==> src/harness_defines.svh <==
/*
 * External harness constants: bus widths, memory geometry, latencies and
 * the register map of the two external peripherals
 */
`ifndef HARNESS_DEFINES_SVH
`define HARNESS_DEFINES_SVH

// Bus widths
`define ADDR_W 32
`define DATA_W 32

// Slow memory behind the OBI port
`define MEM_WORDS 1024
`define MEM_IDX_W 10
`define SLOW_MEM_LATENCY 4
`define OBI_FIFO_DEPTH 2

// Power-switch emulation
`define SWITCH_ACK_LATENCY 15
`define NUM_DOMAINS 4

// Interrupts and GPIO counter
`define NUM_INTR 4
`define GPIO_CNT_MAX 8

// Register-bus address map
`define GPIO_BASE 32'h0000_0000
`define SIMCTRL_BASE 32'h0000_1000
`define PERIPH_SIZE 32'h0000_1000

// Register offsets inside a region
`define REG_COUNT 32'h0000_0000
`define REG_EXIT 32'h0000_0000
`define REG_IRQ_MASK 32'h0000_0004

`endif

==> src/harness_pkg.sv <==
/*
 * Harness package: bus, interrupt and power-domain types shared by the
 * memory path, the register path and their testbench
 */
`default_nettype none

`include "harness_defines.svh"

package harness_pkg;

  typedef logic [`ADDR_W-1:0] addr_t;
  typedef logic [`DATA_W-1:0] data_t;
  typedef logic [3:0] be_t;
  typedef logic [`MEM_IDX_W-1:0] mem_idx_t;
  typedef logic [`NUM_INTR-1:0] intr_t;
  typedef logic [`NUM_DOMAINS-1:0] domain_t;

  // OBI request and response
  typedef struct packed {
    logic  req;
    logic  we;
    be_t   be;
    addr_t addr;
    data_t wdata;
  } obi_req_t;

  typedef struct packed {
    logic  gnt;
    logic  rvalid;
    data_t rdata;
  } obi_resp_t;

  // Single-cycle register bus
  typedef struct packed {
    logic  valid;
    logic  write;
    addr_t addr;
    data_t wdata;
  } reg_req_t;

  typedef struct packed {
    logic  ready;
    logic  error;
    data_t rdata;
  } reg_rsp_t;

  typedef enum logic [1:0] {
    PERIPH_GPIO,
    PERIPH_SIMCTRL,
    PERIPH_NONE
  } periph_sel_e;

endpackage

`default_nettype wire

==> src/sim_ctrl_regs.sv <==
/*
 * Simulation control registers holding the sticky exit value and the
 * mask applied to the external interrupt vector
 */
`timescale 1ns/1ps
`default_nettype none

`include "harness_defines.svh"

module sim_ctrl_regs (
  input  logic                  clk_i,
  input  logic                  rst_i,
  input  harness_pkg::reg_req_t reg_req_i,
  output harness_pkg::reg_rsp_t reg_rsp_o,
  input  harness_pkg::intr_t    irq_src_i,
  output harness_pkg::intr_t    intr_vector_o,
  output harness_pkg::data_t    exit_value_o,
  output logic                  exit_valid_o
);

  harness_pkg::data_t exit_value_q;
  harness_pkg::intr_t mask_q;
  logic exit_valid_q;
  logic wr;

  assign wr = reg_req_i.valid && reg_req_i.write;

  always_ff @(posedge clk_i) begin
    if (rst_i) begin
      exit_value_q <= '0;
      exit_valid_q <= 1'b0;
      mask_q       <= '0;
    end else if (wr) begin
      if (reg_req_i.addr == `REG_EXIT) begin
        exit_value_q <= reg_req_i.wdata;
        exit_valid_q <= 1'b1;
      end
      if (reg_req_i.addr == `REG_IRQ_MASK) begin
        mask_q <= reg_req_i.wdata[`NUM_INTR-1:0];
      end
    end
  end

  always_comb begin
    reg_rsp_o.ready = 1'b1;
    reg_rsp_o.error = 1'b0;
    reg_rsp_o.rdata = '0;
    if (reg_req_i.addr == `REG_EXIT) begin
      reg_rsp_o.rdata = exit_value_q;
    end else if (reg_req_i.addr == `REG_IRQ_MASK) begin
      reg_rsp_o.rdata = harness_pkg::data_t'(mask_q);
    end
  end

  assign intr_vector_o = irq_src_i & mask_q;
  assign exit_value_o  = exit_value_q;
  assign exit_valid_o  = exit_valid_q;

endmodule

`default_nettype wire

==> config.mk <==
export PLATFORM = sky130hd
export DESIGN_NAME = sim_ctrl_regs
export DESIGN_NICKNAME = d
export VERILOG_FILES = /design/src/harness_pkg.sv /design/src/sim_ctrl_regs.sv
export VERILOG_INCLUDE_DIRS = /design/src
export SDC_FILE = /design/constraint.sdc
export NUM_CORES = 1
export LEC_CHECK = 0
export ABC_AREA = 1
export BUFFER_PORTS_ARGS = -buffer_cell sky130_fd_sc_hd__clkbuf_2
export CAP_MARGIN = 20
export CORE_ASPECT_RATIO = 1.4
export CORE_MARGIN = 3
export CORE_UTILIZATION = 38
export CTS_CLUSTER_SIZE = 8
export DETAILED_ROUTE_END_ITERATION = 6
export PLACE_DENSITY = 0.83
export SLEW_MARGIN = 20
export SYNTH_ARGS = -nofsm -noshare
export SYNTH_HDL_FRONTEND = slang
export SYNTH_SLANG_ARGS = --single-unit
==> constraint.sdc <==
create_clock -name clk_i -period 1.33 [get_ports clk_i]
set_input_delay 0.266 -clock clk_i [delete_from_list [all_inputs] [get_ports clk_i]]
set_output_delay 0.266 -clock clk_i [all_outputs]
set_load 0.03 [all_outputs]
**Word-level counts from Yosys, hierarchy flattened**

Index checks and enable logic that the tools add are counted.
Widths: inputs -> output; s select.

- Register bits after elaboration: 37
- Input port bits: 72
- Output and inout bits: 71
- Word-level logic and storage cells: 11

- Equal/unequal tests: 1
- Muxes and demuxes: 2
- Bitwise gates (word level): 1
- Reduce and logical (&&, ||, !) cells: 4

Operator list:

| cell | number |
|---|---|
| $eq 32x3->1 const B | 1 |
| $logic_not 32->1 | 1 |
| $mux 32 | 1 |
| $and 4x4->4 | 1 |
| $mux 4 | 1 |
| $reduce_and 2->1 | 2 |
| $logic_and 1x1->1 | 1 |

**Longest topological paths before layout**

- Depth in word-level cells: 3
- Depth in mapped cells: 10
- Gate-level depth less buffers: 9

**Worst setup path before layout**

OpenSTA, ideal clock, no wires.

- Path kind: input to output
- From: input reg_req_i[33] in the netlist's numbering
- To: output reg_rsp_o[10] in the netlist's numbering
- Arrival time: 1.445 ns
- Data required time: 1.064 ns
- Path slack: -0.381 ns
- Cell stages on the path: 8
- Buffers on the path: 1
- Cells stage by stage: nor2_1 nand2_1 nor2_1 nand2_2 nor2_8 inv_2 buf_2 nor2_1

RTL lines:

| element | line | text |
|---|---|---|
| from (decl) | sim_ctrl_regs.sv:13 | `input harness_pkg::reg_req_t reg_req_i,` |
| to (decl) | sim_ctrl_regs.sv:14 | `output harness_pkg::reg_rsp_t reg_rsp_o,` |

==> reports/results.ini <==
[floorplan]
ios = 143
die-area_sq_mm = 0.00647
core_sq_mm = 0.00528
std_cell_rows = 31
dieWidth_um = 68.9
start_util = 0.398
die_y_um = 94

[timing]
finalHoldViolations = 0
fmax_ghz = 0.584
period_minus_slack_ps = 1710
slew_viol_final = 0
worst_slack_ps = -382
setup_violations = 56
rsz0062_at_grt = true
skew_ps = 0
timing.final.crit_share = 1.29

[finish]
regArea_sq_um = 741
layout-drive-gt1-share = 0.509
nNetsFinal = 580
fin_cells = 575
multi_input_area_sq_mm = 0.00146
syn_to_final_growth_pct = 96.4
fillers = 365
insertedDiodeCount = 0
final_core_util = 0.783
stdcell_area_sq_mm = 0.00413

[logic_synthesis]
postSynthCellCount = 356
ys_warn_count = 0
yosys.area.top_type_share = 0.352
synth_edf_count = 0
synth_most_common_cell = nor2_1
synth_common_cells = 87 x nor2_1, 65 x inv_1, 60 x nand2_1
synth_area_sq_mm = 0.00210
synth_ff_type = dfxtp_1
synthArstFlopShare = 0
syn_nets = 428
synth_top_area_cell = dfxtp_1
avgSynthCellArea_sq_um = 5.90
synth-seq-cells = 37
synth.distinct_cells = 18
synth.area.top_cells = dfxtp_1 35%, nor2_1 16%, inv_1 12%
seq_area_frac_synth = 0.352

[routing]
num_vias = 2820
via_per_inst = 4.90
ant_nets = 0
drc = 0
first_pass_iters = 4
wl_um = 8360
initialDrtViolationCount = 119
wl_per_cell_um = 14.5

[status]
status = finished with violations
violations = setup timing

[worst_setup_path]
cpPeakStageDelay_ps = 180
r2r-end = exit_value_o[2]
cp_common_cell = nor2_4
worst_ep_required_time_ps = 1060
reg2reg_slack_ps = 560
cp_slowest_cell = nor2_8
critPathMaxFanout = 7
regToRegStartpoint = exit_value_o[2]
endpoint_kind = primary output
startpoint_type = input pin
r2r_cells = 2
critical_path_class = input pin to primary output
path_cells = buf_6 -> nor2_4 -> nand2_1 -> nor2_1 -> nand2_2 -> nor2_8 -> inv_6 -> clkbuf_16 -> nor2_4 -> buf_8
crit_arrival_ps = 1450

[place]
dp_hpwl_um = 4730
dp.cells = 553
place.gp.congestion = 0.806
numPortBuffers = 140
dpl-instance-area_sq_mm = 0.00317

[power_and_ir_drop]
power.density_mw_per_mm2 = 523
power_leakage_nw = 1.95
ir_worst_vdd_v = 0.000592
power_mw = 2.16

[global_route]
grt_max_degree = 37
grt_first_pass_wirelength_um = 11600
grt_pass1_vias = 2617
antenna_found_initial = 0
overflow = 0
grt_use_total = 0.233

[clock_tree]
cts_root_buf = clkbuf_8
clkLatencyLatePin_ps = 280
cts_tree = done
cts.clk_slew.worst_paths_ps = 70
clockBufferDepth = 2
cts.sinks = 37
holdBufCountCts = 0
tritoncts.num_buffers = 5
htreeDepth = 2

[hold_path]
min_from = rst_i
min_path_cells = 2
hold_path_class = input pin to register
hold_end = exit_valid_o

[run]
drv_cap = 0

==> cell families after synthesis <==
kind of cell | share of synthesized area
buf+inv | 0.182
other cells | 0.00357
simple gates | 0.374
compound gates | 0.0881
flops | 0.352
==> per-layer routing <==
layer  up-vias  wire length [um]  track usage
li1       1370                 -            -
met1      1285              2760        0.250
met2       141              4780        0.431
met3        24               518       0.0407
met4         0               294       0.0911
met5         -                 0            0
==> sequential cells by signal (all words and copies together) (netlist names) <==
name          count
mask_q            4
exit_value_o     32
exit_valid_o      1
==> stage by stage <==
| step | setup slack (ps) | setup TNS, ps | hold slack, ps |
|---|---|---|---|
| floorplan | -186 | -4630 | 338 |
| global placement | -387 | -18900 | 453 |
| detailed placement | -446 | -21500 | 457 |
| CTS | -378 | -13230 | 150 |
| global route | -464 | -17080 | 149 |
| finish | -382 | -11740 | 166 |
==> layout by cell type (no fill, tap or decap), types with 14 or more instances in the layout <==
cell type  synthesis  layout
a21oi_1           37      22
a21oi_2            0      14
buf_8              1      33
clkbuf_2           0     104
dfxtp_1           37      37
inv_1             65      65
nand2_1           60      51
nand3_1           39      23
nand3_2            0      14
nor2_1            87      48
nor2_4             0      33
==> worst max path at each step <==
stage,start,end,slack [ps],cells past startpoint
2_1_floorplan,reg_req_i[39],reg_rsp_o[2],-190,9
3_3_place_gp,reg_req_i[39],reg_rsp_o[20],-390,10
3_5_place_dp,reg_req_i[39],reg_rsp_o[30],-450,10
4_1_cts,reg_req_i[35],reg_rsp_o[7],-380,10
5_1_grt,reg_req_i[35],reg_rsp_o[11],-460,10
6_report,reg_req_i[52],reg_rsp_o[11],-380,10
==> power breakdown <==
group	switching [mW]	internal, mW
clock	0.396	0.363
sequential	0.000000000224	1.11
combinational	0.163	0.132
total	0.559	1.60
==> critical path: cells and delay by family <==
| family | cells | cell delay (ps) |
|---|---|---|
| and+or+nand+nor | 6 | 680 |
| buffers and inverters | 4 | 490 |
==> area by class of cell <==
type,instances,share of cell area
inverter,68,0.0630
clock buffer,6,0.0176
multi-input combinational,229,0.354
timing repair buffer,167,0.363
tap,66,0.0200
sequential,37,0.179
clock inverter,2,0.00242
==> what timing repair did <==
action                     in CTS  in global routing
buffers inserted                8                  2
pin swaps                       9                 29
gates resized for setup        89                 77
setup endpoints to repair      42                 61
cloned                          4                  4
Power figures use the tool's default switching activity.
