## src/harness_defines.svh

```systemverilog
/*
 * External harness constants: bus widths, memory geometry, latencies and
 * the register map of the two external peripherals
 */
`ifndef HARNESS_DEFINES_SVH
`define HARNESS_DEFINES_SVH

// Bus widths
`define ADDR_W 32
`define DATA_W 32

// Slow memory behind the OBI port
`define MEM_WORDS 1024
`define MEM_IDX_W 10
`define SLOW_MEM_LATENCY 4
`define OBI_FIFO_DEPTH 2

// Power-switch emulation
`define SWITCH_ACK_LATENCY 15
`define NUM_DOMAINS 4

// Interrupts and GPIO counter
`define NUM_INTR 4
`define GPIO_CNT_MAX 8

// Register-bus address map
`define GPIO_BASE 32'h0000_0000
`define SIMCTRL_BASE 32'h0000_1000
`define PERIPH_SIZE 32'h0000_1000

// Register offsets inside a region
`define REG_COUNT 32'h0000_0000
`define REG_EXIT 32'h0000_0000
`define REG_IRQ_MASK 32'h0000_0004

`endif

```

## src/harness_pkg.sv

```systemverilog
/*
 * Harness package: bus, interrupt and power-domain types shared by the
 * memory path, the register path and their testbench
 */
`default_nettype none

`include "harness_defines.svh"

package harness_pkg;

  typedef logic [`ADDR_W-1:0] addr_t;
  typedef logic [`DATA_W-1:0] data_t;
  typedef logic [3:0] be_t;
  typedef logic [`MEM_IDX_W-1:0] mem_idx_t;
  typedef logic [`NUM_INTR-1:0] intr_t;
  typedef logic [`NUM_DOMAINS-1:0] domain_t;

  // OBI request and response
  typedef struct packed {
    logic  req;
    logic  we;
    be_t   be;
    addr_t addr;
    data_t wdata;
  } obi_req_t;

  typedef struct packed {
    logic  gnt;
    logic  rvalid;
    data_t rdata;
  } obi_resp_t;

  // Single-cycle register bus
  typedef struct packed {
    logic  valid;
    logic  write;
    addr_t addr;
    data_t wdata;
  } reg_req_t;

  typedef struct packed {
    logic  ready;
    logic  error;
    data_t rdata;
  } reg_rsp_t;

  typedef enum logic [1:0] {
    PERIPH_GPIO,
    PERIPH_SIMCTRL,
    PERIPH_NONE
  } periph_sel_e;

endpackage

`default_nettype wire

```

## src/periph_reg_demux.sv

```systemverilog
/*
 * Register-bus demux: decodes the address into one of two peripheral
 * regions and answers unmapped accesses with an error
 */
`timescale 1ns/1ps
`default_nettype none

`include "harness_defines.svh"

module periph_reg_demux (
  input  logic                  clk_i,
  input  logic                  rst_i,
  input  harness_pkg::reg_req_t req_i,
  output harness_pkg::reg_rsp_t rsp_o,
  output harness_pkg::reg_req_t gpio_req_o,
  output harness_pkg::reg_req_t simctrl_req_o,
  input  harness_pkg::reg_rsp_t gpio_rsp_i,
  input  harness_pkg::reg_rsp_t simctrl_rsp_i
);

  harness_pkg::periph_sel_e sel;
  harness_pkg::addr_t gpio_off;
  harness_pkg::addr_t simctrl_off;

  // Offsets inside each region, also used for the range check
  assign gpio_off    = req_i.addr - `GPIO_BASE;
  assign simctrl_off = req_i.addr - `SIMCTRL_BASE;

  always_comb begin
    if (gpio_off < `PERIPH_SIZE) begin
      sel = harness_pkg::PERIPH_GPIO;
    end else if (simctrl_off < `PERIPH_SIZE) begin
      sel = harness_pkg::PERIPH_SIMCTRL;
    end else begin
      sel = harness_pkg::PERIPH_NONE;
    end
  end

  always_comb begin
    gpio_req_o          = req_i;
    gpio_req_o.valid    = req_i.valid && (sel == harness_pkg::PERIPH_GPIO);
    gpio_req_o.addr     = gpio_off;
    simctrl_req_o       = req_i;
    simctrl_req_o.valid = req_i.valid && (sel == harness_pkg::PERIPH_SIMCTRL);
    simctrl_req_o.addr  = simctrl_off;
  end

  always_comb begin
    case (sel)
      harness_pkg::PERIPH_GPIO:    rsp_o = gpio_rsp_i;
      harness_pkg::PERIPH_SIMCTRL: rsp_o = simctrl_rsp_i;
      default: begin
        rsp_o.ready = 1'b1;
        rsp_o.error = 1'b1;
        rsp_o.rdata = '0;
      end
    endcase
  end

  a_one_target: assert property (@(posedge clk_i) disable iff (rst_i)
    !(gpio_req_o.valid && simctrl_req_o.valid));

  // Peripherals behind a mapped region never flag an error
  a_mapped_ok: assert property (@(posedge clk_i) disable iff (rst_i)
    req_i.valid && sel != harness_pkg::PERIPH_NONE |-> !rsp_o.error);

endmodule

`default_nettype wire

```

## config.mk

```make
export PLATFORM = sky130hd
export DESIGN_NAME = periph_reg_demux
export DESIGN_NICKNAME = d
export VERILOG_FILES = /design/src/harness_pkg.sv /design/src/periph_reg_demux.sv
export VERILOG_INCLUDE_DIRS = /design/src
export SDC_FILE = /design/constraint.sdc
export NUM_CORES = 1
export LEC_CHECK = 0
export BUFFER_PORTS_ARGS = -buffer_cell sky130_fd_sc_hd__buf_4
export CORE_AREA = 2 2 119 121
export DETAILED_ROUTE_END_ITERATION = 8
export DIE_AREA = 0 0 121 123
export GPL_TIMING_DRIVEN = 0
export REMOVE_ABC_BUFFERS = 1
export SYNTH_ARGS = -nofsm -noshare
export SYNTH_HDL_FRONTEND = slang
export SYNTH_SLANG_ARGS = --single-unit
```

## constraint.sdc

```tcl
create_clock -name vclk -period 3.6
set_input_delay 0.36 -clock vclk [all_inputs]
set_output_delay 0.36 -clock vclk [all_outputs]
set_load 0.05 [all_outputs]
```

* Word-level counts from Yosys, hierarchy flattened *
Cells that the tools add are included.

word-level totals
  word-level logic and storage cells = 10
  bits in registers = 0

cells by class
  reductions and logical operators = 3
  equal/unequal tests = 1
  add/subtract/negate cells = 1
  multiplexer cells = 3
  order comparisons = 2

operators with widths
  cell                                                                    count
  34-bit case mux with 2 select lines                                     1
  32-bit by 13-bit < comparator with 1-bit output, second input constant  2
  32-bit by 13-bit subtractor with 32-bit output, second input constant   1
  2-bit two-way mux                                                       2
  2-bit by 1-bit == test with 1-bit output, second input constant         1
  1-bit logical AND                                                       2
  2-bit zero test                                                         1

* Logic depth before layout (Yosys ltp) *
Gate-level depths: netlist (run 1).

  depth after elaboration = 6
  gate-level depth with buffers = 10

* Worst setup path before layout (run 1) *
Ideal clock, no wire load.

  path kind = input port to output port
  start = input port req_i[44] in the netlist's numbering
  end = output port rsp_o[32] in the netlist's numbering
  cell stages on the path = 10
  slack = -434 ps
  path buffers = 2
  arrival = 3674 ps
  data required time = 3240 ps
  cell sequence = inv_1 -> ha_1 -> nor3b_4 -> nand4_1 -> xnor2_1 -> nor3b_1 -> and4_4 -> buf_6 -> buf_6 -> a21oi_1

RTL lines
  what                line                    text
  start: declaration  periph_reg_demux.sv:13  input harness_pkg::reg_req_t req_i,
  end: declaration    periph_reg_demux.sv:14  output harness_pkg::reg_rsp_t rsp_o,

==> results of run 1 <==
==> what timing repair did <==
item	4_1_cts	5_1_grt
setup buffers	0	3
hold buffers	0	0
gates resized for setup	1	3
endpoints found under the setup margin	33	33
pin swaps	0	1
gates cloned	0	2
==> worst max-delay path, stage by stage <==
cell	delay [ns]
buf_4	0.14
inv_1	0.09
ha_1	0.21
nor3b_4	0.37
nand4_1	0.16
xnor2_1	0.19
nor3b_1	0.65
and4_4	0.45
a32o_1	0.26
buf_4	0.22
==> layer usage <==
metal / share of wire / vias up / track usage
li1: - / 836 / -
met1: 0.37 / 913 / 0.166
met2: 0.36 / 277 / 0.206
met3: 0.24 / 22 / 0.174
met4: 0.016 / 15 / 0.0203
met5: 0.020 / - / 0.115
==> cells in the mapped netlist <==
cell | instances | area share
buf_4 | 110 | 0.46
a32o_1 | 32 | 0.18
xor2_1 | 12 | 0.058
nor2_1 | 11 | 0.023
nor3_1 | 9 | 0.025
inv_1 | 8 | 0.017
buf_2 | 6 | 0.017
nand2_1 | 6 | 0.013
nand3_1 | 5 | 0.014
buf_6 | 4 | 0.025
xnor2_1 | 4 | 0.019
a21oi_1 | 2 | 0.0056
ha_1 | 2 | 0.014
nand3_2 | 2 | 0.011
nand4_1 | 2 | 0.0070
nor4_1 | 2 | 0.0070
nor4_4 | 2 | 0.024
o21ai_0 | 2 | 0.0056
a22o_1 | 1 | 0.0049
and2_1 | 1 | 0.0035
and3_1 | 1 | 0.0035
and4_4 | 1 | 0.0063
buf_1 | 1 | 0.0021
nand3b_1 | 1 | 0.0042
nand4b_1 | 1 | 0.0049
nor2_2 | 1 | 0.0035
nor3_2 | 1 | 0.0056
nor3b_1 | 1 | 0.0042
nor3b_4 | 1 | 0.010
nor4_2 | 1 | 0.0070
or3_1 | 1 | 0.0035
or3b_1 | 1 | 0.0049
xor2_2 | 1 | 0.0091
==> path summary, 6_finish.rpt <==
path	start	endpoint	cells past startpoint
worst max-delay path	req_i[44]	rsp_o[17]	10
worst min-delay path	req_i[34]	simctrl_req_o[34]	0
==> logic make-up (layout without fill, tap and decap cells) <==
group | after synthesis | count (layout)
buf+inv | 129 | 177
other cells | 0 | 2
simple gates | 51 | 53
fa+ha+maj | 2 | 2
compound gates | 37 | 37
xor+xnor | 17 | 17
==> final cells by class <==
cell class / instances / area (um^2) / area share
repair buffers: 169 / 1290 / 0.525
inverters: 8 / 30.0 / 0.0122
diodes: 2 / 5.00 / 0.00204
multi-input cells: 109 / 905 / 0.369
well taps: 180 / 225 / 0.0918
==> power breakdown <==
part / switching [mW] / internal [mW] / total, mW
clock network: 0 / 0.0000000743 / 0.0000000743
logic: 0.158 / 0.107 / 0.265
registers: 0 / 0 / 0
==> cells in the final DEF (no fill, tap or decap) <==
cell type  instances
a21oi_1            2
a22o_1             1
a32o_1            32
and2_1             1
and3_1             1
and4_2             1
and4_4             2
buf_16             1
buf_4            168
diode_2            2
ha_1               2
inv_1              8
nand2_1            6
nand3_1            5
nand3_2            2
nand3b_1           1
nand4_1            2
nand4b_1           1
nor2_1            10
nor2_2             1
nor2_4             1
nor3_1             9
nor3_4             1
nor3b_1            1
nor3b_4            1
nor4_1             2
nor4_2             1
nor4_4             2
o21ai_0            2
or3_1              1
or3b_1             1
xnor2_1            4
xor2_1            11
xor2_2             2
==> impl_metrics.tcl, run 1 <==
set metrics [dict create \
    placement.io_buffers 165 \
    drt-total-wl_mm 13.4 \
    finalCriticalPeriod_ns 3.47 \
    crit_type "in -> out" \
    final_max_slew_viol_count 0 \
    powerDensity_mw_per_mm2 108 \
    drtPass1Iterations 4 \
    startpoint_type "primary input" \
    fp-row-count 43 \
    placed_area_mm2 0.00239 \
    synthSimpleGateAreaFrac 0.185 \
    dp_cells 461 \
    worst_pin_slew_ns 0.765 \
    worstPathMaxFanout 9 \
    regArea_um2 0 \
    fmax_mhz 288 \
    die_h_um 123 \
    io_pins 302 \
    relSlewSlack 0.489 \
    nets 426 \
    design.seq.count 0 \
    required_ns 3.24 \
    grt_max_degree 36 \
    nClkBuffers 0 \
    setup_slack_ns 0.132 \
    final.period_utilization 0.963 \
    fill_cells 1568 \
    hold_viol 0 \
    via_count 2063 \
    maxCapViolations 0 \
    first_iter_violations 80 \
    synth_xor_area_frac 0.0870 \
    overflow 0 \
    status "finished, final reports clean" \
    yosysWarnings 0 \
    synthAdderAreaFrac 0.0139 \
    core_area_mm2 0.0136 \
    avgSynthCellArea_um2 7.61 \
    hp-class "in -> out" \
    ir_worst_vdd_mv 0.0674 \
    gp_congestion 0.726 \
    first_global_vias 1972 \
    drc 0 \
    grt_pass1_wl_mm 16.3 \
    start_util 0.132 \
    final-setup-viol-count 0 \
    die_area_mm2 0.0149 \
    yosysUniqueCellTypes 33 \
    synth_area_mm2 0.00180 \
    post_drt_wl_per_cell_um 28.7 \
    fin_area_mm2 0.00245 \
    end_kind "output port" \
    viasPerCell 4.41 \
    fin_setup_tns_ns 0 \
    synth_compound_area_frac 0.194 \
    dp_slack_ns -0.207 \
    drive_above_1_share 0.640 \
    utilization 0.180 \
    fin_cells 468 \
    synth_top_family_by_area "buffers and inverters" \
    antenna_left 0 \
    antenna_found_initial 4 \
    whs_ns 0.720 \
    die_w_um 121 \
    hpwl_mm 10.9 \
    ys_seq_area_frac 0 \
    synthMuxAreaShare 0 \
    syn_inst 236 \
    arrival_ns 3.11 \
    p_leak_nw 1.12 \
    total_power_mw 0.265 \
    track_usage 0.158 \
    syn2layout_area_growth_pct 36.6 \
]
Note: power is estimated with default switching activity, not from simulation.
==> run 2: changes to the inputs <==
Settings changed: MAX_ROUTING_LAYER from default to met4.
==> impl_metrics.tcl, run 2 (synthesis gave the netlist of run 1 again) <==
set metrics [dict create \
    final-setup-viol-count 0 \
    mostFrequentLayoutCell "buf_4" \
    arrival_ns 3.10 \
    io_pins 302 \
    fmax_mhz 289 \
    drive_above_1_share 0.640 \
    worstPathMaxFanout 9 \
    maxCapViolations 0 \
    grt_max_degree 36 \
    max_stage_delay_ns 0.64 \
    regArea_um2 0 \
    relSlewSlack 0.503 \
    ir_worst_vdd_mv 0.0676 \
    utilization 0.181 \
    first_iter_violations 74 \
    finalCriticalPeriod_ns 3.46 \
    hold_path_depth 0 \
    post_drt_wl_per_cell_um 28.6 \
    design.seq.count 0 \
    cpMostUsedCell "buf_4" \
    end_kind "output port" \
    layout_common_cells "168 x buf_4, 32 x a32o_1, 11 x xor2_1" \
    track_usage 0.164 \
    hpwl_mm 10.9 \
    placement.io_buffers 165 \
    fin_area_mm2 0.00246 \
    drtPass1Iterations 5 \
    viasPerCell 4.43 \
    dp_slack_ns -0.207 \
    fill_cells 1565 \
    syn2layout_area_growth_pct 36.8 \
    crit_slowest_cell "nor3b_1" \
    status "finished, final reports clean" \
    antenna_found_initial 4 \
    overflow 0 \
    p_leak_nw 1.12 \
    worst_pin_slew_ns 0.744 \
    required_ns 3.24 \
    setup_slack_ns 0.138 \
    worstHoldStart "req_i[42]" \
    drt-total-wl_mm 13.4 \
    antenna_left 0 \
    critPathBufInv 3 \
    nets 426 \
    grt_pass1_wl_mm 16.3 \
    hold_viol 0 \
    holdPathEnd "simctrl_req_o[42]" \
    gp_congestion 0.735 \
    crit_family "simple AND/OR/NAND/NOR gates" \
    final_max_slew_viol_count 0 \
    rsz0062_at_grt "false" \
    via_count 2082 \
    final.period_utilization 0.962 \
    first_global_vias 1932 \
    die_area_mm2 0.0149 \
    crit_type "in -> out" \
    hp-class "in -> out" \
    cp_cell_sequence "buf_4 > inv_1 > ha_1 > nor3b_4 > nand4_1 > xnor2_1 > nor3b_1 > and4_4 > a32o_1 > buf_4" \
    drc 0 \
    powerDensity_mw_per_mm2 108 \
    nClkBuffers 0 \
    start_util 0.132 \
    die_h_um 123 \
    die_w_um 121 \
    fp-row-count 43 \
    core_area_mm2 0.0136 \
    placed_area_mm2 0.00239 \
    startpoint_type "primary input" \
]
run 2: cell count changes in the layout (fill, tap and decap cells not counted):
cell     previous run  this run
diode_2             2         4
run 2: where the power goes:
group	switching, mW	leakage (nW)	internal, mW
combinational	0.158	1.12	0.107
sequential	0	0	0
clock	0	0.0000254	0.000000149
run 2: final cells by class:
type	count	area (um^2)	share of cell area
Antenna cell	4	10.0	0.00407
Timing Repair Buffer	169	1290	0.524
Tap cell	180	225	0.0916
Multi-Input combinational cell	109	905	0.368
Inverter	8	30.0	0.0122
run 2: layer usage:
metal / routed length, um / track usage / vias to the layer above
met5: 0 / - / -
met4: 160 / 0.0160 / 0
met1: 5360 / 0.179 / 961
met3: 3090 / 0.170 / 12
li1: - / - / 841
met2: 4810 / 0.210 / 268
run 2: how the worst max path moves through the flow:
stage                    from         to  depth (start not counted)
floorplan           req_i[44]  rsp_o[32]                          8
global placement    req_i[53]  rsp_o[17]                          7
detailed placement  req_i[48]  rsp_o[17]                          8
CTS                 req_i[44]  rsp_o[17]                         10
global route        req_i[44]   rsp_o[2]                         10
finish              req_i[44]  rsp_o[12]                         10
run 2: per-stage QoR:
step,instances,setup TNS (ns),power (mW),hold WS (ns)
final,470,0,0.265,0.721
after global routing,470,0,0.277,0.721
after CTS,461,0,0.262,0.721
after detailed placement,461,-4.34,0.261,0.721
after global placement,460,-9.64,0.258,0.721
after floorplan,115,-0.647,0.0762,0.720
run 2: repair_timing:
action	4_1_cts	5_1_grt
cloned	0	2
pin swaps	0	1
resized for setup	1	3
hold buffers	0	0
setup endpoints to repair	33	33
setup buffers	0	3
