### src/harness_defines.svh
/*
 * External harness constants: bus widths, memory geometry, latencies and
 * the register map of the two external peripherals
 */
`ifndef HARNESS_DEFINES_SVH
`define HARNESS_DEFINES_SVH

// Bus widths
`define ADDR_W 32
`define DATA_W 32

// Slow memory behind the OBI port
`define MEM_WORDS 1024
`define MEM_IDX_W 10
`define SLOW_MEM_LATENCY 4
`define OBI_FIFO_DEPTH 2

// Power-switch emulation
`define SWITCH_ACK_LATENCY 15
`define NUM_DOMAINS 4

// Interrupts and GPIO counter
`define NUM_INTR 4
`define GPIO_CNT_MAX 8

// Register-bus address map
`define GPIO_BASE 32'h0000_0000
`define SIMCTRL_BASE 32'h0000_1000
`define PERIPH_SIZE 32'h0000_1000

// Register offsets inside a region
`define REG_COUNT 32'h0000_0000
`define REG_EXIT 32'h0000_0000
`define REG_IRQ_MASK 32'h0000_0004

`endif

### src/harness_pkg.sv
/*
 * Harness package: bus, interrupt and power-domain types shared by the
 * memory path, the register path and their testbench
 */
`default_nettype none

`include "harness_defines.svh"

package harness_pkg;

  typedef logic [`ADDR_W-1:0] addr_t;
  typedef logic [`DATA_W-1:0] data_t;
  typedef logic [3:0] be_t;
  typedef logic [`MEM_IDX_W-1:0] mem_idx_t;
  typedef logic [`NUM_INTR-1:0] intr_t;
  typedef logic [`NUM_DOMAINS-1:0] domain_t;

  // OBI request and response
  typedef struct packed {
    logic  req;
    logic  we;
    be_t   be;
    addr_t addr;
    data_t wdata;
  } obi_req_t;

  typedef struct packed {
    logic  gnt;
    logic  rvalid;
    data_t rdata;
  } obi_resp_t;

  // Single-cycle register bus
  typedef struct packed {
    logic  valid;
    logic  write;
    addr_t addr;
    data_t wdata;
  } reg_req_t;

  typedef struct packed {
    logic  ready;
    logic  error;
    data_t rdata;
  } reg_rsp_t;

  typedef enum logic [1:0] {
    PERIPH_GPIO,
    PERIPH_SIMCTRL,
    PERIPH_NONE
  } periph_sel_e;

endpackage

`default_nettype wire

### src/obi_fifo.sv
/*
 * OBI request FIFO: buffers requests in front of the slow memory,
 * responses go straight back to the producer
 */
`timescale 1ns/1ps
`default_nettype none

`include "harness_defines.svh"

module obi_fifo (
  input  logic                   clk_i,
  input  logic                   rst_i,
  input  harness_pkg::obi_req_t  producer_req_i,
  output harness_pkg::obi_resp_t producer_resp_o,
  output harness_pkg::obi_req_t  consumer_req_o,
  input  harness_pkg::obi_resp_t consumer_resp_i
);

  localparam int unsigned PTR_W = $clog2(`OBI_FIFO_DEPTH);
  localparam int unsigned CNT_W = $clog2(`OBI_FIFO_DEPTH + 1);

  harness_pkg::obi_req_t entry_q [`OBI_FIFO_DEPTH];
  logic [PTR_W-1:0] wr_ptr_q;
  logic [PTR_W-1:0] rd_ptr_q;
  logic [CNT_W-1:0] count_q;
  logic full;
  logic push;
  logic pop;

  function automatic logic [PTR_W-1:0] ptr_next(input logic [PTR_W-1:0] ptr);
    if (ptr == PTR_W'(`OBI_FIFO_DEPTH - 1)) begin
      return '0;
    end
    return ptr + 1'b1;
  endfunction

  assign full = (count_q == CNT_W'(`OBI_FIFO_DEPTH));
  assign push = producer_req_i.req && !full;
  assign pop  = consumer_req_o.req && consumer_resp_i.gnt;

  assign producer_resp_o.gnt    = push;
  assign producer_resp_o.rvalid = consumer_resp_i.rvalid;
  assign producer_resp_o.rdata  = consumer_resp_i.rdata;

  // Oldest entry goes out first
  always_comb begin
    consumer_req_o     = entry_q[rd_ptr_q];
    consumer_req_o.req = (count_q != '0);
  end

  always_ff @(posedge clk_i) begin
    if (rst_i) begin
      wr_ptr_q <= '0;
      rd_ptr_q <= '0;
      count_q  <= '0;
    end else begin
      if (push) begin
        wr_ptr_q <= ptr_next(wr_ptr_q);
      end
      if (pop) begin
        rd_ptr_q <= ptr_next(rd_ptr_q);
      end
      case ({push, pop})
        2'b10:   count_q <= count_q + 1'b1;
        2'b01:   count_q <= count_q - 1'b1;
        default: count_q <= count_q;
      endcase
    end
  end

  always_ff @(posedge clk_i) begin
    if (push) begin
      entry_q[wr_ptr_q] <= producer_req_i;
    end
  end

  a_count_bound: assert property (@(posedge clk_i) disable iff (rst_i)
    count_q <= CNT_W'(`OBI_FIFO_DEPTH));

  // A full buffer only drains, it never takes another push
  a_full_no_push: assert property (@(posedge clk_i) disable iff (rst_i)
    full && !pop |=> full);

endmodule

`default_nettype wire

### config.mk
export PLATFORM = sky130hd
export DESIGN_NAME = obi_fifo
export DESIGN_NICKNAME = d
export VERILOG_FILES = /design/src/harness_pkg.sv /design/src/obi_fifo.sv
export VERILOG_INCLUDE_DIRS = /design/src
export SDC_FILE = /design/constraint.sdc
export NUM_CORES = 1
export LEC_CHECK = 0
export BUFFER_PORTS_ARGS = -buffer_cell sky130_fd_sc_hd__buf_2
export CORE_MARGIN = 2
export CORE_UTILIZATION = 52
export DETAILED_ROUTE_END_ITERATION = 10
export GPL_TIMING_DRIVEN = 0
export PLACE_DENSITY_LB_ADDON = 0.12
export SLEW_MARGIN = 20
export SYNTH_ARGS = -nofsm -noshare
export SYNTH_HDL_FRONTEND = slang
export SYNTH_SLANG_ARGS = --single-unit
### constraint.sdc
create_clock -name clk_i -period 6.8 [get_ports clk_i]
set_input_delay 1.36 -clock clk_i [delete_from_list [all_inputs] [get_ports clk_i]]
set_output_delay 1.36 -clock clk_i [all_outputs]
set_load 0.03 [all_outputs]
After elaboration in Yosys (flattened, before gate mapping). Memories as Yosys holds them, arrays and structs flattened. A register that Yosys moved wholly into a read port is not among the register bits. Cells that the tools add are included.

Memories kept: 1. Input port bits: 106. RAM bits: 140. Register bits after elaboration: 4. Logic and storage cells: 31.

Memory list: entry_q (words 2, width 70, read ports 1, clocked after Yosys merged registers in 1, write ports 1, RTL line obi_fifo.sv:22) `` harness_pkg::obi_req_t entry_q [`OBI_FIFO_DEPTH]; ``.

Muxes and demuxes: 15. Add/sub/neg operators: 4. Reductions and logical operators: 5. Equal/unequal tests: 3.

Operators with widths (count): 1-bit two-way mux (14); 2-bit == test, second input constant (2); 2-bit case mux with 2 select lines (1); 2-bit nonzero test (2); 1-bit adder, second input constant (2); 2-bit by 1-bit adder with 2-bit output, second input constant (1); 2-bit by 1-bit == test with 1-bit output, second input constant (1); 1-bit logical AND (2); 2-bit by 1-bit subtractor with 2-bit output, second input constant (1); 1-bit logical NOT (1).

Depth between registers and ports, before layout. Gate-level depths: netlist (run 1).

Depth after elaboration: 7. Mapped depth: 7. Gate-level depth less buffers: 7.

Worst setup path after synthesis (run 1). OpenSTA, ideal clock, no wires.

Path type: input port to flip-flop. From: input producer_req_i[69] in the netlist's numbering. To: memory entry_q[1][0] in the netlist's numbering (enable). Arrival: 4440 ps. Required time: 6302 ps. Slack: 1862 ps. Stages on the path: 3. Cell sequence: and2_1 -> inv_1 -> nor2_1.

Longest elaborated chain between the ends: 3.

RTL lines: start, declared (RTL line obi_fifo.sv:13) `input harness_pkg::obi_req_t producer_req_i,`; 1-bit logical AND (RTL line obi_fifo.sv:38) `assign push = producer_req_i.req && !full;`; 1-bit two-way mux (RTL line obi_fifo.sv:72) `if (push) begin`; 1-bit two-way mux (implied by the code) (RTL line obi_fifo.sv:73) `entry_q[wr_ptr_q] <= producer_req_i;`; end, declared (RTL line obi_fifo.sv:22).

No other way between the ends.

Worst setup path in the final report (run 1).
From: input producer_req_i[69] in the netlist's numbering. To: output producer_resp_o[33] in the netlist's numbering.

Longest elaborated chain between the ends: 1.

RTL lines: 1-bit logical AND (RTL line obi_fifo.sv:38); end, declared (RTL line obi_fifo.sv:14) `output harness_pkg::obi_resp_t producer_resp_o,`.

No other way between the ends.

==> metrics.cfg, run 1 <==
[clocking]
cts_inserted_buffers = 17
cts_sinks = 143
post_cts_buffers = 0
htree_levels = 4
hold_buffers = 0
insertion_delay_ns = 0.52
ctsResizeCount = 0
clkTransAtPathRegs_ns = 0.06
ctsRootBufferMaster = clkbuf_8
cts_tree = built
clk_path_buf_depth = 2

[timing]
finalCriticalPeriod_ns = 3.27
tightest_slew_ns = 0.488
period_share_pct = 48.1
rsz0062_at_grt = false
fmax_mhz = 306
relSlewSlack_pct = 67.4
hold_viol_final = 0
finalSetupViolCount = 0
fin_tns_setup_ns = 0
maxSlewViolCount = 0
skew_ns = 0.0104

[critical_path]
cp_slowest_stage_delay_ns = 0.16
cp.required_ns = 5.44
crit_path_end_kind = primary output
crit_slowest_cell = buf_2
startpoint_type = primary input
critPathKind = primary input to primary output
arrival_ns = 1.91
crit_chain = buf_2 -> and2_1 -> buf_4 -> buf_2
path_common_cell = buf_2
cp_max_fo = 3

[floorplanning]
dieWidth_um = 106
io_pins = 210
coreArea_um2 = 10200
rows = 37
start_util_pct = 53.3
die_area_um2 = 11300
fp.dieH_um = 106

[placement]
place_congestion = 0.699
port_buffers = 176
placed_area_um2 = 6610
hpwl_mm = 6.56

[drt]
routed_wirelength_mm = 9.61
vias_per_cell = 4.83
remaining_drc_errors = 0
detail-route-antenna-nets = 0
drtIter0Drc = 115
via_count = 3006
dr.pass1.iters = 6
wl_per_cell_um = 15.4

[global_routing]
grt_start_max_net_pins = 39
gr-total-overflow = 0
antenna_found_initial = 1
grt_pass1_wl_mm = 14.4
grt_pass1_vias = 2945
grt_usage_pct = 17.3

[yosys]
synth_area_leaders = edfxtp_1 76%, mux2_2 14%, buf_4 4.7%
synth_top_area_share_pct = 76.0
synth_area_leader_cell = edfxtp_1
synthFlopType = edfxtp_1
async_flop_share_pct = 0
syn_nets = 382
ys_types = 20
synth_seq_cells = 143
synthesis.area_um2 = 5450
synth-edff-count = 138
yosys.cell_count.top_type = edfxtp_1
synth_common_cells = 138 x edfxtp_1, 69 x mux2_2, 34 x buf_4
synth_seq_area_share_pct = 77.8
ys_warn_count = 0
syn_avg_cell_area_um2 = 19.8
syn_inst = 275

[power]
report.power.total_w = 0.00304
p_leak_nw = 2.89
powerDensity_nw_per_um2 = 419
ir_drop_mv = 0.276

[layout]
area_growth_pct = 32.9
n_antenna_cell = 0
drive_gt1_share_pct = 66.9
design_area_um2 = 7250
nets = 581
fin_util_pct = 70.8

[job]
cap_violations = 0

[hold_path]
hp-class = flip-flop to flip-flop

[outcome]
run_status = complete, no violations

## critical path, delay by kind of cell
family                 cells  cell delay (ns)
buffers and inverters      3             0.40
and+or+nand+nor            1             0.15
## worst paths after layout
path / endpoint / cells after the start / from / slack (ns)
setup / recovery: producer_resp_o[33] / 4 / producer_req_i[69] / 3.53
hold / removal: count_q[1]$_SDFFE_PP0P_ / 2 / count_q[1]$_SDFFE_PP0P_ / 0.52
setup reg to reg: entry_q[1][37]$_DFFE_PP_ / 6 / count_q[0]$_SDFFE_PP0P_ / 4.84
hold reg to reg: count_q[1]$_SDFFE_PP0P_ / 2 / count_q[1]$_SDFFE_PP0P_ / 0.52
## cells by family after synthesis
| kind of cell | Yosys count | synth area share [%] |
|---|---|---|
| compound gates | 5 | 0.551 |
| xor+xnor | 3 | 0.482 |
| fa+ha+maj | 1 | 0.229 |
| mux | 69 | 14.2 |
| buf+inv | 45 | 5.85 |
| simple gates | 9 | 0.826 |
| flops | 143 | 77.8 |
## per-stage QoR
step / worst slack, ns / hold WS, ns / cells
final: 3.53 / 0.519 / 623
after global routing: 3.46 / 0.544 / 623
after detailed placement: 3.53 / 0.511 / 591
after global placement: 0.0847 / 0.490 / 587
after CTS: 3.53 / 0.520 / 623
after floorplan: 1.86 / 0.474 / 275
## power breakdown
group / internal [W] / switching, W / total, W
Sequential: 0.00111 / 0.0000301 / 0.00114
Clock: 0.000628 / 0.000341 / 0.000968
Combinational: 0.000339 / 0.000588 / 0.000927
## routing by layer
metal | track usage [%] | wire length [µm] | vias to the layer above
met3 | 7.60 | 877 | 17
met2 | 28.3 | 4870 | 131
met4 | 7.88 | 179 | 2
li1 | - | - | 1421
met5 | 0 | 9 | -
met1 | 19.8 | 3670 | 1435
## area by class of cell
type | count | area, µm²
sequential | 143 | 4240
fill | 710 | 2990
timing repair buffer | 180 | 976
multi-input combinational | 87 | 898
clock buffer | 20 | 455
buffer | 42 | 308
clock inverter | 12 | 180
tap | 136 | 170
inverter | 3 | 13.8
## flip-flops by register name, indices dropped and copies added (netlist names), named ones only
name      flops
entry_q     138
count_q       2
rd_ptr_q      1
wr_ptr_q      1
## placed cells by master (no fill, tap or decap), types with 3 or more instances in the layout
master     count
buf_4         34
bufinv_16      4
nor2_1         3
buf_2        182
clkbuf_16     16
dfxtp_1        5
clkbuf_8       4
mux2_2        69
edfxtp_1     138
inv_6          3
No activity file was read; power rests on OpenSTA's default activity.
==> run 2, diff against run 1 <==
--- a/config.mk
+++ b/config.mk
@@ -8,7 +8,7 @@
 export LEC_CHECK = 0
 export BUFFER_PORTS_ARGS = -buffer_cell sky130_fd_sc_hd__buf_2
 export CORE_MARGIN = 2
-export CORE_UTILIZATION = 52
+export CORE_UTILIZATION = 49
 export DETAILED_ROUTE_END_ITERATION = 10
 export GPL_TIMING_DRIVEN = 0
 export PLACE_DENSITY_LB_ADDON = 0.12
==> constraint.sdc (replaced) <==
create_clock -name clk_i -period 3.15 [get_ports clk_i]
set_input_delay 0.63 -clock clk_i [delete_from_list [all_inputs] [get_ports clk_i]]
set_output_delay 0.63 -clock clk_i [all_outputs]
set_load 0.03 [all_outputs]
==> run 2 against run 1 <==
  * Sequential cell count unchanged
  * Critical path depth rose by 1
  * Sequential power up 120%
  * Non-clock buffer count did not move
  * Cell count rose by 0.48%
==> metrics.cfg, run 2 (synthesis results as in run 1) <==
[outcome]
run_status = complete, no violations

[clocking]
clk_path_buf_depth = 2
htree_levels = 4
hold_buffers = 0
cts_inserted_buffers = 17
cts_sinks = 143
post_cts_buffers = 0
clkTransAtPathRegs_ns = 0.06
insertion_delay_ns = 0.51
cts_tree = built
ctsRootBufferMaster = clkbuf_8
ctsResizeCount = 0

[drt]
routed_wirelength_mm = 9.77
remaining_drc_errors = 0
dr.pass1.iters = 4
wl_per_cell_um = 15.6
via_count = 2996
drtIter0Drc = 94
detail-route-antenna-nets = 0
vias_per_cell = 4.79

[layout]
final_cells = 626
drive_gt1_share_pct = 66.0
final_common_cell = buf_2
n_antenna_cell = 0
area_growth_pct = 31.2
top_register = entry_q
reg_top3 = entry_q (138), count_q (2)
largest_register_ffs = 138
layout_common_cells = 182 x buf_2, 138 x edfxtp_1, 69 x mux2_2, 34 x buf_4, 16 x clkbuf_16
nets = 581
design_area_um2 = 7160

[timing]
tightest_slew_ns = 0.544
hold_viol_final = 0
fmax_mhz = 404
period_share_pct = 78.6
finalCriticalPeriod_ns = 2.47
finalSetupViolCount = 0
hold_ws_ns = 0.308
finalWorstSetupSlack_ns = 0.675
maxSlewViolCount = 0
rsz0062_at_grt = false
relSlewSlack_pct = 63.7
skew_ns = 0.00801

[global_routing]
grt_pass1_wl_mm = 13.9
grt_start_max_net_pins = 38
antenna_found_initial = 1
grt_usage_pct = 16.1
grt_pass1_vias = 2940
gr-total-overflow = 0

[floorplanning]
start_util_pct = 50.3
coreArea_um2 = 10800
die_area_um2 = 12000
fp.dieH_um = 110
io_pins = 210
rows = 38
dieWidth_um = 110

[hold_path]
hp-class = primary input to flip-flop

[critical_path]
crit_chain = buf_2 -> buf_6 -> buf_6 -> mux2_2 -> buf_2
startpoint_type = flip-flop
arrival_ns = 1.84
crit_slowest_cell = mux2_2
crit_path_end_kind = primary output
critical_path.top_delay_family = buffers and inverters
rrSetupSlack_ns = 1.14
cp_max_fo = 10
path_buf_inv = 4
cp.required_ns = 2.52
critPathKind = flip-flop to primary output
cp_slowest_stage_delay_ns = 0.34

[job]
cap_violations = 0

[placement]
placed_area_um2 = 6620
hpwl_mm = 6.72
post-place-cells = 595
place_congestion = 0.679
pre_cts_ws_ns = 0.995
port_buffers = 176

[power]
powerDensity_nw_per_um2 = 879
ir_drop_mv = 0.505
p_leak_nw = 2.84

## run 2: report_power, final
group          internal, W  total [W]  switching (W)
Combinational     0.000731    0.00201        0.00128
Sequential         0.00240    0.00247      0.0000632
Clock              0.00111    0.00181       0.000702
Total              0.00424    0.00629        0.00205
## run 2: worst paths after layout
path | startpoint | end | cells after the start
worst max-delay path | flip-flop | consumer_req_o[42] | 5
worst min-delay path | producer_req_i[60] | entry_q[0][60]$_DFFE_PP_ | 1
worst max register to register | count_q[0]$_SDFFE_PP0P_ | entry_q[1][20]$_DFFE_PP_ | 6
worst min register to register | rd_ptr_q$_SDFFE_PP0P_ | rd_ptr_q$_SDFFE_PP0P_ | 2
## run 2: metal layers
layer,vias to the layer above,wire [µm],global-route usage (%),share of wire [%]
met1,1434,3730,17.6,38
met5,-,0,0,0
li1,1418,-,-,-
met4,0,109,6.33,1.1
met2,133,5080,27.6,52
met3,11,846,7.11,8.7
## run 2: final cells by class
cell class                      count  area [µm²]
Buffer                             42         308
Clock buffer                       19         422
Clock inverter                     12         121
Fill cell                         800        3680
Inverter                            3        13.8
Multi-Input combinational cell     87         898
Sequential cell                   143        4240
Tap cell                          140         175
Timing Repair Buffer              180         976
## run 2: through the flow
step	util [%]	power (W)	setup TNS, ns
after floorplan	-	0.00397	0
after global placement	60.1	0.00449	-88.30
after detailed placement	61.0	0.00453	0
after CTS	66.0	0.00636	0
after global routing	66.0	0.00657	0
final	66.0	0.00629	0
