`config.mk`:
```
export PLATFORM = sky130hd
export DESIGN_NAME = gpio_counter
export DESIGN_NICKNAME = d
export VERILOG_FILES = /design/src/harness_pkg.sv /design/src/gpio_counter.sv
export VERILOG_INCLUDE_DIRS = /design/src
export SDC_FILE = /design/constraint.sdc
export NUM_CORES = 1
export LEC_CHECK = 0
export ABC_AREA = 1
export BUFFER_PORTS_ARGS = -buffer_cell sky130_fd_sc_hd__buf_2
export CAP_MARGIN = 20
export CORE_MARGIN = 2
export CORE_UTILIZATION = 50
export CTS_CLUSTER_SIZE = 8
export DETAILED_ROUTE_END_ITERATION = 6
export PLACE_DENSITY_LB_ADDON = 0.3
export SETUP_SLACK_MARGIN = 0.15
export SLEW_MARGIN = 25
export SYNTH_ARGS = -nofsm -noshare
export SYNTH_HDL_FRONTEND = slang
export SYNTH_SLANG_ARGS = --single-unit
```
`constraint.sdc`:
```
create_clock -name clk_i -period 2.9 [get_ports clk_i]
set_clock_uncertainty 0.15 [all_clocks]
set_input_delay 0.58 -clock clk_i [delete_from_list [all_inputs] [get_ports clk_i]]
set_output_delay 0.58 -clock clk_i [all_outputs]
set_load 0.05 [all_outputs]
```
`src/harness_defines.svh`:
```
/*
 * External harness constants: bus widths, memory geometry, latencies and
 * the register map of the two external peripherals
 */
`ifndef HARNESS_DEFINES_SVH
`define HARNESS_DEFINES_SVH

// Bus widths
`define ADDR_W 32
`define DATA_W 32

// Slow memory behind the OBI port
`define MEM_WORDS 1024
`define MEM_IDX_W 10
`define SLOW_MEM_LATENCY 4
`define OBI_FIFO_DEPTH 2

// Power-switch emulation
`define SWITCH_ACK_LATENCY 15
`define NUM_DOMAINS 4

// Interrupts and GPIO counter
`define NUM_INTR 4
`define GPIO_CNT_MAX 8

// Register-bus address map
`define GPIO_BASE 32'h0000_0000
`define SIMCTRL_BASE 32'h0000_1000
`define PERIPH_SIZE 32'h0000_1000

// Register offsets inside a region
`define REG_COUNT 32'h0000_0000
`define REG_EXIT 32'h0000_0000
`define REG_IRQ_MASK 32'h0000_0004

`endif

```
`src/harness_pkg.sv`:
```
/*
 * Harness package: bus, interrupt and power-domain types shared by the
 * memory path, the register path and their testbench
 */
`default_nettype none

`include "harness_defines.svh"

package harness_pkg;

  typedef logic [`ADDR_W-1:0] addr_t;
  typedef logic [`DATA_W-1:0] data_t;
  typedef logic [3:0] be_t;
  typedef logic [`MEM_IDX_W-1:0] mem_idx_t;
  typedef logic [`NUM_INTR-1:0] intr_t;
  typedef logic [`NUM_DOMAINS-1:0] domain_t;

  // OBI request and response
  typedef struct packed {
    logic  req;
    logic  we;
    be_t   be;
    addr_t addr;
    data_t wdata;
  } obi_req_t;

  typedef struct packed {
    logic  gnt;
    logic  rvalid;
    data_t rdata;
  } obi_resp_t;

  // Single-cycle register bus
  typedef struct packed {
    logic  valid;
    logic  write;
    addr_t addr;
    data_t wdata;
  } reg_req_t;

  typedef struct packed {
    logic  ready;
    logic  error;
    data_t rdata;
  } reg_rsp_t;

  typedef enum logic [1:0] {
    PERIPH_GPIO,
    PERIPH_SIMCTRL,
    PERIPH_NONE
  } periph_sel_e;

endpackage

`default_nettype wire

```
`src/gpio_counter.sv`:
```
/*
 * GPIO edge counter: counts rising edges on gpio_i and raises an
 * interrupt and toggles gpio_o once the limit is reached
 */
`timescale 1ns/1ps
`default_nettype none

`include "harness_defines.svh"

module gpio_counter #(
  parameter int unsigned CNT_MAX = `GPIO_CNT_MAX
) (
  input  logic                  clk_i,
  input  logic                  rst_i,
  input  harness_pkg::reg_req_t reg_req_i,
  output harness_pkg::reg_rsp_t reg_rsp_o,
  input  logic                  gpio_i,
  output logic                  gpio_o,
  output logic                  irq_o
);

  harness_pkg::data_t cnt_q;
  logic gpio_sync_q;
  logic gpio_prev_q;
  logic gpio_out_q;
  logic irq_q;
  logic rise;
  logic wr;

  assign rise = gpio_sync_q && !gpio_prev_q;
  assign wr   = reg_req_i.valid && reg_req_i.write;

  always_ff @(posedge clk_i) begin
    if (rst_i) begin
      gpio_sync_q <= 1'b0;
      gpio_prev_q <= 1'b0;
      gpio_out_q  <= 1'b0;
      irq_q       <= 1'b0;
      cnt_q       <= '0;
    end else begin
      gpio_sync_q <= gpio_i;
      gpio_prev_q <= gpio_sync_q;
      if (wr) begin
        cnt_q <= '0;
        irq_q <= 1'b0;
      end else if (rise && !irq_q) begin
        cnt_q <= cnt_q + 1'b1;
        // Last edge before the limit, stop here
        if (cnt_q == harness_pkg::data_t'(CNT_MAX - 1)) begin
          irq_q      <= 1'b1;
          gpio_out_q <= !gpio_out_q;
        end
      end
    end
  end

  assign reg_rsp_o.ready = 1'b1;
  assign reg_rsp_o.error = 1'b0;
  assign reg_rsp_o.rdata = (reg_req_i.addr == `REG_COUNT) ? cnt_q : '0;

  assign gpio_o = gpio_out_q;
  assign irq_o  = irq_q;

  a_cnt_bound: assert property (@(posedge clk_i) disable iff (rst_i)
    cnt_q <= harness_pkg::data_t'(CNT_MAX));

endmodule

`default_nettype wire

```
Yosys cells after proc, flatten, opt, wreduce, memory -nomap -nowiden
Index checks and enable logic that the tools add are counted.

Input port bits: 69. Output and inout bits: 36. Flip-flop bits (word level): 36.

$add $sub $neg: 1. Bitwise gates (word level): 1. Eq/ne operators: 1. Muxes and demuxes: 1. Reductions and logical operators: 10.

Operators with widths (number): $add 32x1->32 const B (1); $eq 32x3->1 const B (1); $logic_not 32->1 (1); $mux 32 (1); $logic_and 1x1->1 (3); $logic_not 1->1 (3); $reduce_and 3->1 (1); $reduce_and 2->1 (1); $reduce_or 2->1 (1); $not 1->1 (1).

Depth between registers and ports, before layout
Gate-level depths: netlist of the first run.

Depth in word-level cells: 4. Depth in mapped cells: 9. Mapped depth without buffers: 9.

Worst setup path before layout of the first run
OpenSTA, ideal clock, no wires.

Path type: input-to-output. Start point: input port reg_req_i[33] in the netlist's numbering. End point: output port reg_rsp_o[10] in the netlist's numbering. Slack: 0.210 ns. Stages on the path: 6. Data required time: 2.170 ns. Buffers on the path: 1. Arrival time: 1.960 ns. Path through: nor4_1 nand2_1 nor2_1 nand2_1 clkbuf_1 nor2_1.

RTL lines: start: declaration (line gpio_counter.sv:15) `input harness_pkg::reg_req_t reg_req_i,`; end: declaration (line gpio_counter.sv:16) `output harness_pkg::reg_rsp_t reg_rsp_o,`.

==> reports/qor.csv, run 1 <==
stage,metric,value,unit
logic_synthesis,ys_seq_area_share,30.95,%
clock_network,cts_buffer_depth,2,
worst_setup_path,cp_top_family,simple AND/OR/NAND/NOR gates,
floorplan,die_h,72.24,microns
drt,wl_per_cell,11.30,microns
floorplan,die_x,72.24,microns
worst_setup_path,timing.reg2reg.setup_slack,1120,ps
logic_synthesis,syn_area_per_cell,5.821,sq um
finish,syn_to_final_growth,20.42,%
grt,grt_max_degree,33,
logic_synthesis,yosysWarnings,0,
worst_setup_path,crit_arrival,1820,ps
placed_design,dp_hpwl,4.522,mm
floorplan,ios,105,
finish,final_common_cell,nor2_1,
grt,groute.usage.overall,23.05,%
worst_setup_path,cp_slowest_stage_delay,270,ps
sta,finalMaxSlewViolations,0,
clock_network,post_cts_buffers,0,
worst_setup_path,path_class,in -> out,
sta,hold_viol,0,
pwr,pwr_density_cell,334.1,mW/mm^2
worst_setup_path,end_kind,primary output,
placed_design,place.gp.congestion,0.9322,
grt,grt_pass1_wl,9.591,mm
clock_network,insertion_delay,290,ps
logic_synthesis,synth_area,0.002328,sq mm
drt,viasPerCell,5.023,
worst_setup_path,cp.required,2170,ps
clock_network,clock_sinks,36,
pwr,ir_drop,261.4,uV
clock_network,cts.clk_slew.worst_paths,70,ps
finish,diodes,0,
worst_setup_path,startpoint_type,input port,
logic_synthesis,ys_types,25,
worst_setup_path,path_buf_inv,3,
sta,finalCriticalPeriod,2547,ps
sta,finalCritPeriodShare,87.83,%
sta,fmax,0.3926,GHz
logic_synthesis,synthCells,400,
sta,rsz0062_at_grt,no,
floorplan,rows,24,
finish,layout_common_cells,"nor2_1, nand2_1, buf_2, inv_1, dfxtp_1",
floorplan,initial_core_util,52.75,%
drt,firstDrtPassIters,4,
clock_network,cts-resized-gates,0,
clock_network,root_buffer,clkbuf_8,
clock_network,htreeDepth,2,
clock_network,cts_made_buffers,5,
sta,setup_violations,0,
finish,fillCellCount,425,
grt,grt-ovfl-total,0,
grt,antenna_found_initial,0,
job,drv_cap,0,
drt,post-route-drc-count,0,
hold_path,hp-class,in -> reg,
floorplan,fp.coreArea,0.004414,sq mm
sta,tns,0,ps
finish,finish.utilization,63.52,%
clock_network,cts_tree,done,
worst_setup_path,worst_path_max_delay_cell,buf_2,
grt,grt_pass1_vias,2289,
placed_design,io_buffers,70,
drt,vias,2622,
floorplan,fp.dieArea,0.005219,sq mm
drt,first_iter_violations,137,
worst_setup_path,cp_cell_sequence,buf_2 -> nor4_1 -> nand2_1 -> nor2_1 -> nand2_1 -> buf_4 -> nor2_1 -> buf_2,
clock_network,hold_buffers,0,
drt,routed_wl,5.899,mm
pwr,p_leak,0.001216,uW
logic_synthesis,ys_ff_latch,36,
logic_synthesis,synth_nets,470,
sta,holdWs,328.0,ps
finish,layout-drive-gt1-share,19.79,%
run_status,status,finished clean,
finish,nets,539,
drt,ant_nets,0,
worst_setup_path,worstPathMaxFanout,32,
[cell type report]
class / count / area [sq um] / area share (%)
Sequential cell: 36 / 720.7 / 25.70
Multi-Input combinational cell: 294 / 1335 / 47.61
Inverter: 60 / 225.2 / 8.032
Clock inverter: 2 / 10.01 / 0.3570
Timing Repair Buffer: 72 / 365.4 / 13.03
Tap cell: 52 / 65.06 / 2.320
Clock buffer: 6 / 82.58 / 2.945
[worst paths after layout]
kind | start | endpoint | depth (start not counted)
worst max-delay path | reg_req_i[49] | reg_rsp_o[10] | 8
worst min-delay path | rst_i | gpio_o | 2
worst max register to register | cnt_q[1] | cnt_q[24] | 8
worst min register to register | gpio_o | gpio_o | 2
[report_power, final]
| group | total, uW | switching, uW | leakage (uW) | internal, uW |
|---|---|---|---|---|
| logic | 63.5 | 37.5 | 0.000874 | 26.0 |
| clock network | 374 | 184 | 0.0000510 | 190 |
| registers | 500 | 2.67 | 0.000290 | 497 |
| total | 937 | 224 | 0.00122 | 712 |
[cell usage after synthesis]
library cell	number	area, sq um
nor2_1	109	409.1
dfxtp_1	36	720.7
buf_2	2	10.01
nand2_1	86	322.8
o21ai_0	11	55.05
nor4_1	9	56.30
nor2_4	3	33.78
nor3b_1	1	7.510
clkbuf_1	6	22.52
ha_1	1	12.51
conb_1	2	7.510
nand4_1	8	50.05
nand2_2	2	12.51
nor3_2	2	20.02
inv_1	58	217.7
xor2_1	5	43.79
inv_2	2	7.510
buf_4	2	15.01
nand3_1	32	160.2
nor3_4	2	32.53
nor2_2	1	6.260
nand3_2	1	10.01
nor3_1	5	25.02
a21oi_1	13	65.06
o21ai_1	1	5.000
[metrics by stage]
stage               setup slack [ps]  total power (uW)  instances  area, sq um
floorplan                      209.6             544.6        400         2328
global placement               368.3             572.7        514         2711
detailed placement             348.8             574.4        514         2711
CTS                            354.9             941.3        522         2804
global route                   180.9             965.2        522         2804
finish                         352.9             936.8        522         2804
[sequential cells by signal, indices dropped and copies added, names as in the netlist]
name,flops
irq_o,1
gpio_prev_q,1
cnt_q,32
gpio_o,1
gpio_sync_q,1
[routing by layer]
metal  track usage (%)  vias up  share of wire [%]
met5                 0        -                  0
met2             42.00       57                 50
li1                  -     1374                  -
met1             27.62     1182                 45
met3             3.889        9                3.5
met4             6.709        0                1.1
[logic make-up (layout without fill, tap and decap cells)]
logic type	Yosys count	after routing	share of synthesized area [%]
simple gates	261	261	49.22
buf+inv	70	140	11.71
flops	36	36	30.95
compound gates	25	25	5.373
xor+xnor	5	5	1.881
other cells	2	2	0.3225
fa+ha+maj	1	1	0.5373
Power figures use the tool's default switching activity.
==> run 2: changes to the inputs <==
- BUFFER_PORTS_ARGS: -buffer_cell sky130_fd_sc_hd__buf_2 -> not set
- DONT_BUFFER_PORTS: not set -> 1
==> run 2 against run 1 <==
Cell area decreased by 4.5%. Combinational power decreased by 37%. Clock power decreased by 9.1%.
==> reports/qor.csv, run 2 (synthesized netlist as in run 1, its figures left out) <==
stage,metric,value,unit,change
floorplan,ios,105,,unchanged
floorplan,die_h,72.24,microns,unchanged
worst_setup_path,cp.required,2170,ps,about the same
sta,holdWs,198.9,ps,-129.1 ps
drt,firstDrtPassIters,5,,+1
drt,routed_wl,5.653,mm,-4.2%
run_status,status,finished clean,,
pwr,p_leak,0.001049,uW,-14%
floorplan,rows,24,,unchanged
worst_setup_path,cp_cell_sequence,nor4_1 -> nand2_1 -> nor2_1 -> nand2_1 -> buf_4 -> nor2_1 -> buf_4,,
grt,grt_pass1_wl,9.218,mm,-3.9%
clock_network,post_cts_buffers,0,,unchanged
drt,m1WireLength,2.529,mm,-5.6%
sta,worst_slew_pin_slew,589.9,ps,
placed_design,io_buffers,0,,-100%
worst_setup_path,cp_top_family,simple AND/OR/NAND/NOR gates,,
sta,finalCriticalPeriod,2418,ps,-129.4 ps
pwr,switching_share,23.87,%,-0.081 points
sta,fmax,0.4136,GHz,+5.4%
finish,finish.utilization,60.69,%,-2.8 points
finish,layout_common_cells,"nor2_1, nand2_1, inv_1, dfxtp_1, buf_4",,
grt,groute.usage.overall,22.58,%,-0.47 points
clock_network,clock_sinks,36,,unchanged
drt,vias,2476,,-5.6%
clock_network,hold_buffers,0,,unchanged
placed_design,place.gp.congestion,0.8808,,-5.5%
sta,finalCritPeriodShare,83.37,%,-4.5 points
pwr,power_frac_seq,56.8,%,+3.5 points
worst_setup_path,end_kind,primary output,,
floorplan,fp.dieArea,0.005219,sq mm,unchanged
sta,tns,0,ps,unchanged
finish,final_common_cell,nor2_1,,
grt,grt_pass1_vias,2128,,-7.0%
drt,ant_nets,0,,unchanged
floorplan,die_x,72.24,microns,unchanged
grt,grt_max_degree,33,,unchanged
drt,viasPerCell,5.126,,+2.1%
pwr,intPower,669.8,uW,-6.0%
placed_design,dp_hpwl,4.311,mm,-4.7%
sta,setup_violations,0,,unchanged
sta,hold_viol,0,,unchanged
sta,maxSlewHeadroom,60.62,%,
floorplan,initial_core_util,52.75,%,unchanged
clock_network,htreeDepth,2,,unchanged
sta,finalMaxSlewViolations,0,,unchanged
worst_setup_path,worstPathMaxFanout,32,,unchanged
clock_network,root_buffer,clkbuf_8,,
pwr,p_clk_share,38.7,%,-1.2 points
drt,first_iter_violations,157,,+15%
grt,grt-ovfl-total,0,,unchanged
clock_network,cts_made_buffers,5,,unchanged
drt,wl_per_cell,11.70,microns,+3.6%
worst_setup_path,path_class,in -> out,,
worst_setup_path,startpoint_type,input port,,
drt,post-route-drc-count,0,,unchanged
pwr,switchingPower,210.1,uW,-6.4%
pwr,total_power,879.9,uW,-6.1%
drt,highest_layer,met4,,
finish,layout-drive-gt1-share,12.30,%,-7.5 points
finish,seqCellArea,720.7,sq um,unchanged
sta,rsz0062_at_grt,no,,
finish,fillCellCount,438,,+3.1%
clock_network,cts_buffer_depth,2,,unchanged
job,drv_cap,0,,unchanged
floorplan,fp.coreArea,0.004414,sq mm,unchanged
finish,nets,501,,-7.1%
drt,wl_met2,2.778,mm,-5.8%
grt,antenna_found_initial,0,,unchanged
finish,largest_reg_flops,32,,unchanged
clock_network,cts_tree,done,,
clock_network,insertion_delay,290,ps,about the same
drt,dr_wl_met3,256,microns,+24%
worst_setup_path,cp_slowest_stage_delay,280,ps,about the same
pwr,pwr_density_cell,328.5,mW/mm^2,-1.7%
worst_setup_path,path_buf_inv,2,,-1
finish,syn_to_final_growth,15.05,%,
clock_network,cts.clk_slew.worst_paths,70,ps,about the same
worst_setup_path,worst_path_max_delay_cell,nor4_1,,
worst_setup_path,crit_arrival,1690,ps,-130 ps
finish,largest_register,cnt_q,,
hold_path,hp-class,in -> reg,,
clock_network,cts-resized-gates,0,,unchanged
pwr,ir_drop,275.2,uV,+5.3%
pwr,pwr-share-comb,4.5,%,-2.3 points
finish,multi_input_area,0.001335,sq mm,unchanged
finish,diodes,0,,unchanged
## run 2: changes by cell type in the layout (fill, tap and decap cells not counted), sizes merged
cell    change
buf        -38
clkinv      -1
## run 2: cell type report
cell class                      instances  area share, %
Clock buffer                            6          2.709
Clock inverter                          1         0.1868
Inverter                               60          8.407
Multi-Input combinational cell        294          49.84
Sequential cell                        36          26.90
Tap cell                               52          2.429
Timing Repair Buffer                   34          9.528
## run 2: stage by stage
step	instances	instance area, sq um	setup WS [ps]
2_1_floorplan	400	2328	209.6
3_3_place_gp	476	2601	546.3
3_5_place_dp	476	2601	494.8
4_1_cts	483	2679	494.7
5_1_grt	483	2679	243.3
6_report	483	2679	482.3
## run 2: per-layer routing
metal  up-vias  track usage (%)
li1       1306                -
met1      1106            28.02
met2        54            37.31
met3        10            6.389
met4         0            8.176
met5         -                0
## run 2: worst paths after layout
path | start | end | slack [ps] | cells past startpoint
worst max-delay path | reg_req_i[33] | reg_rsp_o[17] | 480 | 7
worst min-delay path | rst_i | gpio_o | 200 | 1
worst max register to register | irq_o | cnt_q[5] | 910 | 6
worst min register to register | gpio_sync_q | gpio_prev_q | 330 | 2
## run 2: power groups by stage
stage / combinational (uW) / clock [uW] / sequential [uW]
5_1_grt: 44.7 / 368 / 500
3_3_place_gp: 38.3 / 0 / 511
4_1_cts: 40.0 / 350 / 499
6_report: 40.0 / 340 / 500
3_5_place_dp: 39.9 / 0 / 511
2_1_floorplan: 34.2 / 0 / 510
